--- config.mk ---
export PLATFORM = sky130hd
export DESIGN_NAME = exec_backend
export DESIGN_NICKNAME = d
export VERILOG_FILES = /design/src/hdl/exec_pkg.sv /design/src/hdl/alu.sv /design/src/hdl/forward_unit.sv /design/src/hdl/instruction_exec.sv /design/src/hdl/mem_stage.sv /design/src/hdl/exec_backend.sv
export SDC_FILE = /design/constraint.sdc
export NUM_CORES = 2
export LEC_CHECK = 0
export ABC_AREA = 1
export BUFFER_PORTS_ARGS = -buffer_cell sky130_fd_sc_hd__buf_2
export CAP_MARGIN = 0
export CORE_MARGIN = 2
export CORE_UTILIZATION = 40
export DETAILED_ROUTE_END_ITERATION = 8
export MAX_ROUTING_LAYER = met4
export PLACE_DENSITY = 0.54
export SETUP_SLACK_MARGIN = 0.2
export SLEW_MARGIN = 20
export SYNTH_ARGS = -nofsm -noshare
export SYNTH_HDL_FRONTEND = slang
export SYNTH_SLANG_ARGS = --single-unit
export TNS_END_PERCENT = 10
--- constraint.sdc ---
create_clock -name i_clk -period 5 [get_ports i_clk]
set_clock_uncertainty 0.2 [all_clocks]
set_input_delay 1 -clock i_clk [delete_from_list [all_inputs] [get_ports i_clk]]
set_output_delay 1 -clock i_clk [all_outputs]
set_load 0.01 [all_outputs]
--- src/hdl/exec_pkg.sv ---
`default_nettype none

package exec_pkg;

    localparam int DATA_W      = 32;
    localparam int REG_ADDR_W  = 5;
    localparam int LINK_REG    = 31;
    localparam int DMEM_WORDS  = 64;
    localparam int DMEM_ADDR_W = $clog2(DMEM_WORDS);

    localparam logic [5:0] OPC_R_TYPE = 6'b000000;
    localparam logic [5:0] OPC_JAL    = 6'b000011;
    localparam logic [5:0] FUNCT_JALR = 6'b001001;

    // how EX picks the alu function
    typedef enum logic [1:0] {
        ALUOP_ADD    = 2'b00,
        ALUOP_IDLE   = 2'b01,
        ALUOP_FUNCT  = 2'b10,
        ALUOP_OPCODE = 2'b11
    } alu_op_e;

    // r-type funct codes and i-type opcodes share one space
    typedef enum logic [5:0] {
        FN_SLL   = 6'b000000,
        FN_SRL   = 6'b000010,
        FN_SRA   = 6'b000011,
        FN_SLLV  = 6'b000100,
        FN_SRLV  = 6'b000110,
        FN_SRAV  = 6'b000111,
        FN_ADDI  = 6'b001000,
        FN_ADDIU = 6'b001001,
        FN_SLTI  = 6'b001010,
        FN_SLTIU = 6'b001011,
        FN_ANDI  = 6'b001100,
        FN_ORI   = 6'b001101,
        FN_XORI  = 6'b001110,
        FN_LUI   = 6'b001111,
        FN_ADD   = 6'b100000,
        FN_ADDU  = 6'b100001,
        FN_SUB   = 6'b100010,
        FN_SUBU  = 6'b100011,
        FN_AND   = 6'b100100,
        FN_OR    = 6'b100101,
        FN_XOR   = 6'b100110,
        FN_NOR   = 6'b100111,
        FN_SLT   = 6'b101010,
        FN_SLTU  = 6'b101011,
        FN_IDLE  = 6'b111111
    } alu_func_e;

    typedef enum logic [1:0] {
        FWD_NONE = 2'b00,
        FWD_WB   = 2'b01,
        FWD_MEM  = 2'b10
    } fwd_sel_e;

    typedef enum logic [1:0] {
        MW_BYTE = 2'b00,
        MW_HALF = 2'b01,
        MW_WORD = 2'b10
    } mem_width_e;

    typedef struct packed {
        logic    reg_dest;
        logic    alu_src;
        alu_op_e alu_op;
    } ex_ctl_t;

    typedef struct packed {
        logic       mem_read;
        logic       mem_write;
        logic       is_unsigned;
        mem_width_e width;
    } mem_ctl_t;

    typedef struct packed {
        logic mem_to_reg;
        logic reg_write;
    } wb_ctl_t;

    // immediate arrives already extended from decode
    typedef struct packed {
        ex_ctl_t                ex_ctl;
        mem_ctl_t               mem_ctl;
        wb_ctl_t                wb_ctl;
        logic [DATA_W-1:0]      ra;
        logic [DATA_W-1:0]      rb;
        logic [REG_ADDR_W-1:0]  rs;
        logic [REG_ADDR_W-1:0]  rt;
        logic [REG_ADDR_W-1:0]  rd;
        logic [5:0]             funct;
        logic [5:0]             opcode;
        logic [4:0]             shamt;
        logic [DATA_W-1:0]      immediate;
    } id_ex_t;

    typedef struct packed {
        mem_ctl_t               mem_ctl;
        wb_ctl_t                wb_ctl;
        logic [DATA_W-1:0]      alu_result;
        logic [DATA_W-1:0]      store_data;
        logic [REG_ADDR_W-1:0]  reg_dest;
    } ex_mem_t;

    typedef struct packed {
        logic                   reg_write;
        logic [REG_ADDR_W-1:0]  reg_dest;
        logic [DATA_W-1:0]      value;
    } wb_t;

endpackage

`default_nettype wire

--- src/hdl/alu.sv ---
`default_nettype none

module alu (
    input  logic [exec_pkg::DATA_W-1:0] i_operand_a,
    input  logic [exec_pkg::DATA_W-1:0] i_operand_b,
    input  exec_pkg::alu_func_e         i_func,
    input  logic [4:0]                  i_shamt,
    output logic [exec_pkg::DATA_W-1:0] o_result
);

    logic [4:0] var_shift;

    // variable shift amount comes from rs
    assign var_shift = i_operand_a[4:0];

    always_comb begin
        case (i_func)
            // shifts act on operand b, like mips rt
            exec_pkg::FN_SLL:   o_result = i_operand_b << i_shamt;
            exec_pkg::FN_SRL:   o_result = i_operand_b >> i_shamt;
            exec_pkg::FN_SRA:   o_result = $signed(i_operand_b) >>> i_shamt;
            exec_pkg::FN_SLLV:  o_result = i_operand_b << var_shift;
            exec_pkg::FN_SRLV:  o_result = i_operand_b >> var_shift;
            exec_pkg::FN_SRAV:  o_result = $signed(i_operand_b) >>> var_shift;

            // no overflow trap, signed and unsigned add the same
            exec_pkg::FN_ADD,
            exec_pkg::FN_ADDU,
            exec_pkg::FN_ADDI,
            exec_pkg::FN_ADDIU: o_result = i_operand_a + i_operand_b;
            exec_pkg::FN_SUB,
            exec_pkg::FN_SUBU:  o_result = i_operand_a - i_operand_b;

            exec_pkg::FN_AND,
            exec_pkg::FN_ANDI:  o_result = i_operand_a & i_operand_b;
            exec_pkg::FN_OR,
            exec_pkg::FN_ORI:   o_result = i_operand_a | i_operand_b;
            exec_pkg::FN_XOR,
            exec_pkg::FN_XORI:  o_result = i_operand_a ^ i_operand_b;
            exec_pkg::FN_NOR:   o_result = ~(i_operand_a | i_operand_b);

            exec_pkg::FN_SLT,
            exec_pkg::FN_SLTI: begin
                o_result = {{(exec_pkg::DATA_W-1){1'b0}},
                            $signed(i_operand_a) < $signed(i_operand_b)};
            end
            exec_pkg::FN_SLTU,
            exec_pkg::FN_SLTIU: begin
                o_result = {{(exec_pkg::DATA_W-1){1'b0}}, i_operand_a < i_operand_b};
            end

            exec_pkg::FN_LUI:   o_result = i_operand_b << 16;

            // idle and anything undefined
            default:            o_result = '0;
        endcase
    end

endmodule

`default_nettype wire

--- src/hdl/forward_unit.sv ---
`default_nettype none

module forward_unit (
    input  logic [exec_pkg::REG_ADDR_W-1:0] i_rs,
    input  logic [exec_pkg::REG_ADDR_W-1:0] i_rt,
    input  logic [exec_pkg::REG_ADDR_W-1:0] i_mem_dest,
    input  logic                            i_mem_reg_write,
    input  logic [exec_pkg::REG_ADDR_W-1:0] i_wb_dest,
    input  logic                            i_wb_reg_write,
    output exec_pkg::fwd_sel_e              o_fwd_a,
    output exec_pkg::fwd_sel_e              o_fwd_b
);

    logic mem_live;
    logic wb_live;

    // r0 is never a real producer
    assign mem_live = i_mem_reg_write && (i_mem_dest != '0);
    assign wb_live  = i_wb_reg_write && (i_wb_dest != '0);

    // youngest producer wins
    function automatic exec_pkg::fwd_sel_e pick_source(
        input logic [exec_pkg::REG_ADDR_W-1:0] src
    );
        exec_pkg::fwd_sel_e sel;
        if (mem_live && (i_mem_dest == src)) begin
            sel = exec_pkg::FWD_MEM;
        end else if (wb_live && (i_wb_dest == src)) begin
            sel = exec_pkg::FWD_WB;
        end else begin
            sel = exec_pkg::FWD_NONE;
        end
        return sel;
    endfunction

    always_comb begin
        o_fwd_a = pick_source(i_rs);
        o_fwd_b = pick_source(i_rt);
    end

endmodule

`default_nettype wire

--- src/hdl/instruction_exec.sv ---
`default_nettype none

module instruction_exec (
    input  logic                            i_clk,
    input  logic                            i_reset,
    input  logic                            i_halt,
    input  exec_pkg::id_ex_t                i_id_ex,
    input  exec_pkg::fwd_sel_e              i_fwd_a,
    input  exec_pkg::fwd_sel_e              i_fwd_b,
    input  exec_pkg::wb_t                   i_wb,
    output exec_pkg::ex_mem_t               o_ex_mem,
    output logic [exec_pkg::REG_ADDR_W-1:0] o_reg_dest
);

    exec_pkg::alu_func_e         alu_func;
    logic                        is_jump;
    logic [exec_pkg::DATA_W-1:0] operand_a;
    logic [exec_pkg::DATA_W-1:0] fwd_operand_b;
    logic [exec_pkg::DATA_W-1:0] operand_b;
    logic [exec_pkg::DATA_W-1:0] alu_result;

    alu u_alu (
        .i_operand_a (operand_a),
        .i_operand_b (operand_b),
        .i_func      (alu_func),
        .i_shamt     (i_id_ex.shamt),
        .o_result    (alu_result)
    );

    // alu control
    always_comb begin
        case (i_id_ex.ex_ctl.alu_op)
            exec_pkg::ALUOP_ADD:    alu_func = exec_pkg::FN_ADD;
            exec_pkg::ALUOP_FUNCT:  alu_func = exec_pkg::alu_func_e'(i_id_ex.funct);
            exec_pkg::ALUOP_OPCODE: alu_func = exec_pkg::alu_func_e'(i_id_ex.opcode);
            default:                alu_func = exec_pkg::FN_IDLE;
        endcase
    end

    // jal and jalr take ra/rb straight from decode
    assign is_jump = (i_id_ex.opcode == exec_pkg::OPC_JAL) ||
                     ((i_id_ex.opcode == exec_pkg::OPC_R_TYPE) &&
                      (i_id_ex.funct == exec_pkg::FUNCT_JALR));

    function automatic logic [exec_pkg::DATA_W-1:0] fwd_mux(
        input exec_pkg::fwd_sel_e          sel,
        input logic [exec_pkg::DATA_W-1:0] raw
    );
        logic [exec_pkg::DATA_W-1:0] val;
        case (sel)
            exec_pkg::FWD_MEM: val = o_ex_mem.alu_result;
            exec_pkg::FWD_WB:  val = i_wb.value;
            default:           val = raw;
        endcase
        return val;
    endfunction

    always_comb begin
        operand_a     = is_jump ? i_id_ex.ra : fwd_mux(i_fwd_a, i_id_ex.ra);
        fwd_operand_b = is_jump ? i_id_ex.rb : fwd_mux(i_fwd_b, i_id_ex.rb);
        // immediate only feeds the alu, store data keeps the register value
        operand_b     = i_id_ex.ex_ctl.alu_src ? i_id_ex.immediate : fwd_operand_b;
    end

    // also goes out for a hazard unit
    assign o_reg_dest = i_id_ex.ex_ctl.reg_dest ? i_id_ex.rd : i_id_ex.rt;

    // ex/mem register
    always_ff @(posedge i_clk) begin
        if (i_reset) begin
            o_ex_mem <= '0;
        end else if (!i_halt) begin
            o_ex_mem.mem_ctl    <= i_id_ex.mem_ctl;
            o_ex_mem.wb_ctl     <= i_id_ex.wb_ctl;
            o_ex_mem.alu_result <= alu_result;
            o_ex_mem.store_data <= fwd_operand_b;
            o_ex_mem.reg_dest   <= o_reg_dest;
        end
    end

    // forward unit must never emit the spare code
    a_fwd_a_legal: assert property (@(posedge i_clk) disable iff (i_reset)
        i_fwd_a != 2'd3);
    a_fwd_b_legal: assert property (@(posedge i_clk) disable iff (i_reset)
        i_fwd_b != 2'd3);

endmodule

`default_nettype wire

--- src/hdl/mem_stage.sv ---
`default_nettype none

module mem_stage (
    input  logic              i_clk,
    input  logic              i_reset,
    input  logic              i_halt,
    input  exec_pkg::ex_mem_t i_ex_mem,
    output exec_pkg::wb_t     o_wb
);

    logic [exec_pkg::DATA_W-1:0]      dmem [exec_pkg::DMEM_WORDS];
    logic [exec_pkg::DMEM_ADDR_W-1:0] word_idx;
    logic [1:0]                       byte_off;
    logic [3:0]                       byte_en;
    logic [exec_pkg::DATA_W-1:0]      wr_data;
    logic [exec_pkg::DATA_W-1:0]      rd_word;
    logic [7:0]                       rd_byte;
    logic [15:0]                      rd_half;
    logic [exec_pkg::DATA_W-1:0]      load_value;
    logic                             sign_fill;

    assign word_idx = i_ex_mem.alu_result[exec_pkg::DMEM_ADDR_W+1:2];
    assign byte_off = i_ex_mem.alu_result[1:0];

    // replicate store data across lanes, enables pick the lane
    always_comb begin
        case (i_ex_mem.mem_ctl.width)
            exec_pkg::MW_BYTE: begin
                byte_en = 4'b0001 << byte_off;
                wr_data = {4{i_ex_mem.store_data[7:0]}};
            end
            exec_pkg::MW_HALF: begin
                byte_en = byte_off[1] ? 4'b1100 : 4'b0011;
                wr_data = {2{i_ex_mem.store_data[15:0]}};
            end
            default: begin
                byte_en = 4'b1111;
                wr_data = i_ex_mem.store_data;
            end
        endcase
    end

    always_ff @(posedge i_clk) begin
        if (i_ex_mem.mem_ctl.mem_write && !i_halt) begin
            for (int i = 0; i < 4; i++) begin
                if (byte_en[i]) begin
                    dmem[word_idx][8*i +: 8] <= wr_data[8*i +: 8];
                end
            end
        end
    end

    // combinational read and extension
    assign rd_word = dmem[word_idx];
    assign rd_byte = rd_word[8*byte_off +: 8];
    assign rd_half = byte_off[1] ? rd_word[31:16] : rd_word[15:0];

    always_comb begin
        case (i_ex_mem.mem_ctl.width)
            exec_pkg::MW_BYTE: begin
                sign_fill  = !i_ex_mem.mem_ctl.is_unsigned && rd_byte[7];
                load_value = {{24{sign_fill}}, rd_byte};
            end
            exec_pkg::MW_HALF: begin
                sign_fill  = !i_ex_mem.mem_ctl.is_unsigned && rd_half[15];
                load_value = {{16{sign_fill}}, rd_half};
            end
            default: begin
                sign_fill  = 1'b0;
                load_value = rd_word;
            end
        endcase
    end

    // mem/wb register
    always_ff @(posedge i_clk) begin
        if (i_reset) begin
            o_wb <= '0;
        end else if (!i_halt) begin
            o_wb.reg_write <= i_ex_mem.wb_ctl.reg_write;
            o_wb.reg_dest  <= i_ex_mem.reg_dest;
            o_wb.value     <= i_ex_mem.wb_ctl.mem_to_reg ? load_value : i_ex_mem.alu_result;
        end
    end

    a_rd_wr_excl: assert property (@(posedge i_clk) disable iff (i_reset)
        !(i_ex_mem.mem_ctl.mem_read && i_ex_mem.mem_ctl.mem_write));

    // decode and ex together must produce aligned addresses
    a_aligned: assert property (@(posedge i_clk) disable iff (i_reset)
        (i_ex_mem.mem_ctl.mem_read || i_ex_mem.mem_ctl.mem_write) |->
        ((i_ex_mem.mem_ctl.width == exec_pkg::MW_BYTE) ||
         (i_ex_mem.mem_ctl.width == exec_pkg::MW_HALF && !byte_off[0]) ||
         (byte_off == 2'b00)));

endmodule

`default_nettype wire

--- src/hdl/exec_backend.sv ---
`default_nettype none

module exec_backend (
    input  logic                            i_clk,
    input  logic                            i_reset,
    input  logic                            i_halt,
    input  exec_pkg::id_ex_t                i_id_ex,
    output exec_pkg::wb_t                   o_wb,
    output logic [exec_pkg::REG_ADDR_W-1:0] o_reg_dest
);

    exec_pkg::ex_mem_t  ex_mem;
    exec_pkg::fwd_sel_e fwd_a;
    exec_pkg::fwd_sel_e fwd_b;

    // sources compared against the two younger stages
    forward_unit u_forward_unit (
        .i_rs            (i_id_ex.rs),
        .i_rt            (i_id_ex.rt),
        .i_mem_dest      (ex_mem.reg_dest),
        .i_mem_reg_write (ex_mem.wb_ctl.reg_write),
        .i_wb_dest       (o_wb.reg_dest),
        .i_wb_reg_write  (o_wb.reg_write),
        .o_fwd_a         (fwd_a),
        .o_fwd_b         (fwd_b)
    );

    instruction_exec u_instruction_exec (
        .i_clk      (i_clk),
        .i_reset    (i_reset),
        .i_halt     (i_halt),
        .i_id_ex    (i_id_ex),
        .i_fwd_a    (fwd_a),
        .i_fwd_b    (fwd_b),
        .i_wb       (o_wb),
        .o_ex_mem   (ex_mem),
        .o_reg_dest (o_reg_dest)
    );

    mem_stage u_mem_stage (
        .i_clk    (i_clk),
        .i_reset  (i_reset),
        .i_halt   (i_halt),
        .i_ex_mem (ex_mem),
        .o_wb     (o_wb)
    );

endmodule

`default_nettype wire

==> metrics.yaml <==
outcome:
  outcome: "completed"
power_and_ir_drop:
  peakVddDrop_v: 0.0003596
  powerDensity_nw_per_um2: 362.0
  finalPower_uw: 43960
  p_leak_uw: 0.04376
sta:
  holdWs_ps: 178.7
  period_share_pct: 96.48
  finalHoldViolCount: 0
  worst_pin_slew_ps: 1177
  rsz0062_at_grt: "yes"
  fmax_mhz: 207.3
  tns_ps: 0
  max_slew_margin_pct: 21.56
  setup_slack_ps: 176.0
  fin_crit_ps: 4824
  setup_viol: 0
  report.final.slew_viol_count: 0
logic_synthesis:
  synth_cells: 9685
  synth.distinct_cells: 62
  yosysTopAreaCellShare_pct: 61.90
  ys_seq_elements: 2167
  ys_seq_area_share_pct: 64.30
  synth_fp_nets: 9935
  yosysWarnings: 0
  syn_avg_cell_area_um2: 10.26
  synth_enable_flop_cells: 2048
  async_flop_share_pct: 0
  synthTopCellsByArea: "edfxtp_1 62%, o21ai_0 7.2%, nor2_1 6.3%, nand2_1 4.6%, o22ai_1 4.0%"
  synth_ff_type: "edfxtp_1"
  synth_top_cell_by_area: "edfxtp_1"
  netlist_area_um2: 99350
floorplanning:
  die_w_um: 502.4
  design.portCount: 185
  fp-row-count: 182
  core_area_um2: 246400
  start_util_pct: 40.32
  die_area_um2: 252400
  fp.dieH_um: 502.4
clock_network:
  cts_tree: "done"
  postCtsHoldBufs: 0
  cts_made_buffers: 226
  htree_levels: 4
  clk_path_buf_depth: 3
  cts.clk_slew.worst_paths_ps: 60
  clock_latency_ps: 910
  clockRootBuffer: "clkbuf_16"
  cts_sinks: 2167
routing:
  viasPerCell: 5.828
  initialDrtViolationCount: 10150
  wl_per_cell_um: 28.92
  drc: 0
  antenna_left: 0
  drt-pass1-iter-count: 9
  vias: 82480
  wl_um: 409200
worst_setup_path:
  crit_path_max_incr_delay_ps: 330
  rrSetupSlack_ps: 180
  rr_startpoint: "u_instruction_exec.o_ex_mem[0]"
  worstReg2RegEnd: "u_instruction_exec.o_ex_mem[54]"
  worstPathRequired_ps: 5460
  worst_path_max_delay_cell: "dfxtp_2"
  startpoint_type: "flip-flop"
  cp.arrival_ps: 5290
  worstSetupStartpoint: "u_instruction_exec.o_ex_mem[0]"
  end_kind: "flip-flop"
  worstSetupPathType: "flip-flop to flip-flop"
  reg2reg_depth: 34
  worst-path-max-fanout: 8
  timing.critical_path.mode_cell: "nand2_1"
placed_design:
  place_ws_ps: -1312
  dp_hpwl_um: 282300
  gp_congestion: 1.061
  numPortBuffers: 183
global_routing:
  grt_pass1_wl_um: 571100
  antenna_found_initial: 16
  grt_max_degree: 167
  grt_pass1_vias: 76460
  gr-total-overflow: 0
  grt_use_total_pct: 32.48
min_path:
  min_from: "i_id_ex[128]"
  hold_end: "u_instruction_exec.o_ex_mem[69]"
  hold_path_depth: 3
  hold_class: "primary input to flip-flop"
finish:
  nNetsFinal: 10880
  drive_gt1_share_pct: 19.52
  fillers: 22640
  area_growth_pct: 22.25
run:
  max-cap-violations: 0
## metrics by stage
step / utilization [%] / instance area (um^2) / cells
finish: 49.29 / 121500 / 14150
floorplan: - / 99360 / 9685
CTS: 48.74 / 120100 / 14100
global placement: 45.30 / 111600 / 13660
detailed placement: 45.30 / 111600 / 13660
global route: 49.28 / 121400 / 14140
## what timing repair did
item / 4_1_cts / 5_1_grt
pin swaps: 34 / 113
setup endpoints to repair: 35 / 37
setup buffers: 23 / 24
resized for setup: 180 / 251
gates cloned: 0 / 6
## registers in the layout, indices dropped and copies added, names as in the netlist, named ones only
signal                       count
u_mem_stage.dmem              2048
u_instruction_exec.o_ex_mem     75
u_mem_stage.o_wb                38
## layer usage
| layer | routed length [um] | track usage, % | share of wire [%] |
|---|---|---|---|
| met2 | 182000 | 47.73 | 44 |
| met5 | 0 | - | 0 |
| met1 | 169900 | 43.31 | 42 |
| met4 | 21670 | 14.86 | 5.3 |
| met3 | 35700 | 6.634 | 8.7 |
## area by class of cell
cell class                 count  area [um^2]  area share, %
antenna                       25        62.56        0.05151
clock buffer                 268         5834          4.804
clock inverter               151         1682          1.385
inverter                     369         1423          1.171
multi-input combinational   6480        33080          27.24
sequential                  2167        63930          52.64
tap                         3312         4144          3.412
timing repair buffer        1381        11300          9.303
## cells by family (layout without fill, tap and decap cells)
family | Yosys count | in the layout | synth area share [%]
flip-flops | 2167 | 2167 | 64.30
multiplexers | 1 | 1 | 0.01133
buffers and inverters | 1038 | 2169 | 4.181
AND/OR/NAND/NOR | 3809 | 3809 | 15.73
XOR/XNOR | 15 | 15 | 0.1322
adder cells (fa/ha/maj) | 108 | 108 | 1.375
AO/OA/AOI/OAI | 2547 | 2547 | 14.28
other | 0 | 25 | 0
## cells in the mapped netlist, drive strengths merged, types with 6 or more instances
| cell | n |
|---|---|
| or2 | 24 |
| edfxtp | 2048 |
| nand3 | 781 |
| xor2 | 11 |
| buf | 211 |
| a21boi | 6 |
| nor2 | 1664 |
| o32ai | 17 |
| o211ai | 28 |
| ha | 106 |
| nand2 | 1235 |
| clkinv | 10 |
| a211oi | 13 |
| o21ai | 1483 |
| nor4 | 7 |
| a31oi | 6 |
| nand4 | 42 |
| clkbuf | 458 |
| nor3 | 44 |
| o221ai | 33 |
| dfxtp | 119 |
| o21a | 9 |
| inv | 359 |
| a21oi | 243 |
| nand3b | 6 |
| o2111ai | 16 |
| o22ai | 635 |
| a21o | 6 |
| a221oi | 23 |
## placed cells by master, fill, tap and decap left out, types with 19 or more instances in the layout
cell / count
inv_2: 53
nor2_1: 1628
nand3_1: 758
a221oi_1: 21
nand3_2: 21
buf_12: 93
a21oi_1: 212
clkbuf_1: 41
o211ai_1: 28
diode_2: 25
clkbuf_16: 232
inv_1: 299
o21ai_0: 1401
or2_2: 23
buf_4: 1071
o21ai_2: 19
buf_2: 182
o21ai_1: 48
nor2_2: 27
edfxtp_1: 2048
nand4_1: 42
clkinv_1: 55
clkinv_2: 44
ha_4: 20
nand2_2: 52
o22ai_1: 596
nor3_1: 38
bufinv_16: 23
o22ai_4: 22
a21oi_2: 24
o221ai_1: 31
dfxtp_1: 95
buf_6: 27
nand2_1: 1167
ha_1: 78
## critical path, delay by kind of cell (launching register included)
family | cells | cell delay (ps)
and+or+nand+nor | 18 | 2050
buffers and inverters | 8 | 860
AOI/OAI and AO/OA | 7 | 810
DFF | 1 | 330
adders and majority gates | 1 | 300
## report_power, final
| group | internal [uW] | switching, uW |
|---|---|---|
| logic | 2160 | 4510 |
| clock network | 9580 | 7410 |
| registers | 20200 | 153 |
| total | 31900 | 12100 |
## how the worst max path moves through the flow
stage / to / slack (ps) / cells past startpoint
2_1_floorplan: u_instruction_exec.o_ex_mem[55] / 170 / 28
3_3_place_gp: u_instruction_exec.o_ex_mem[45] / -1310 / 29
3_5_place_dp: u_instruction_exec.o_ex_mem[45] / -1310 / 29
4_1_cts: u_instruction_exec.o_ex_mem[67] / 160 / 31
5_1_grt: u_instruction_exec.o_ex_mem[62] / -1 / 31
6_report: u_instruction_exec.o_ex_mem[54] / 180 / 34
Power figures use the tool's default switching activity.
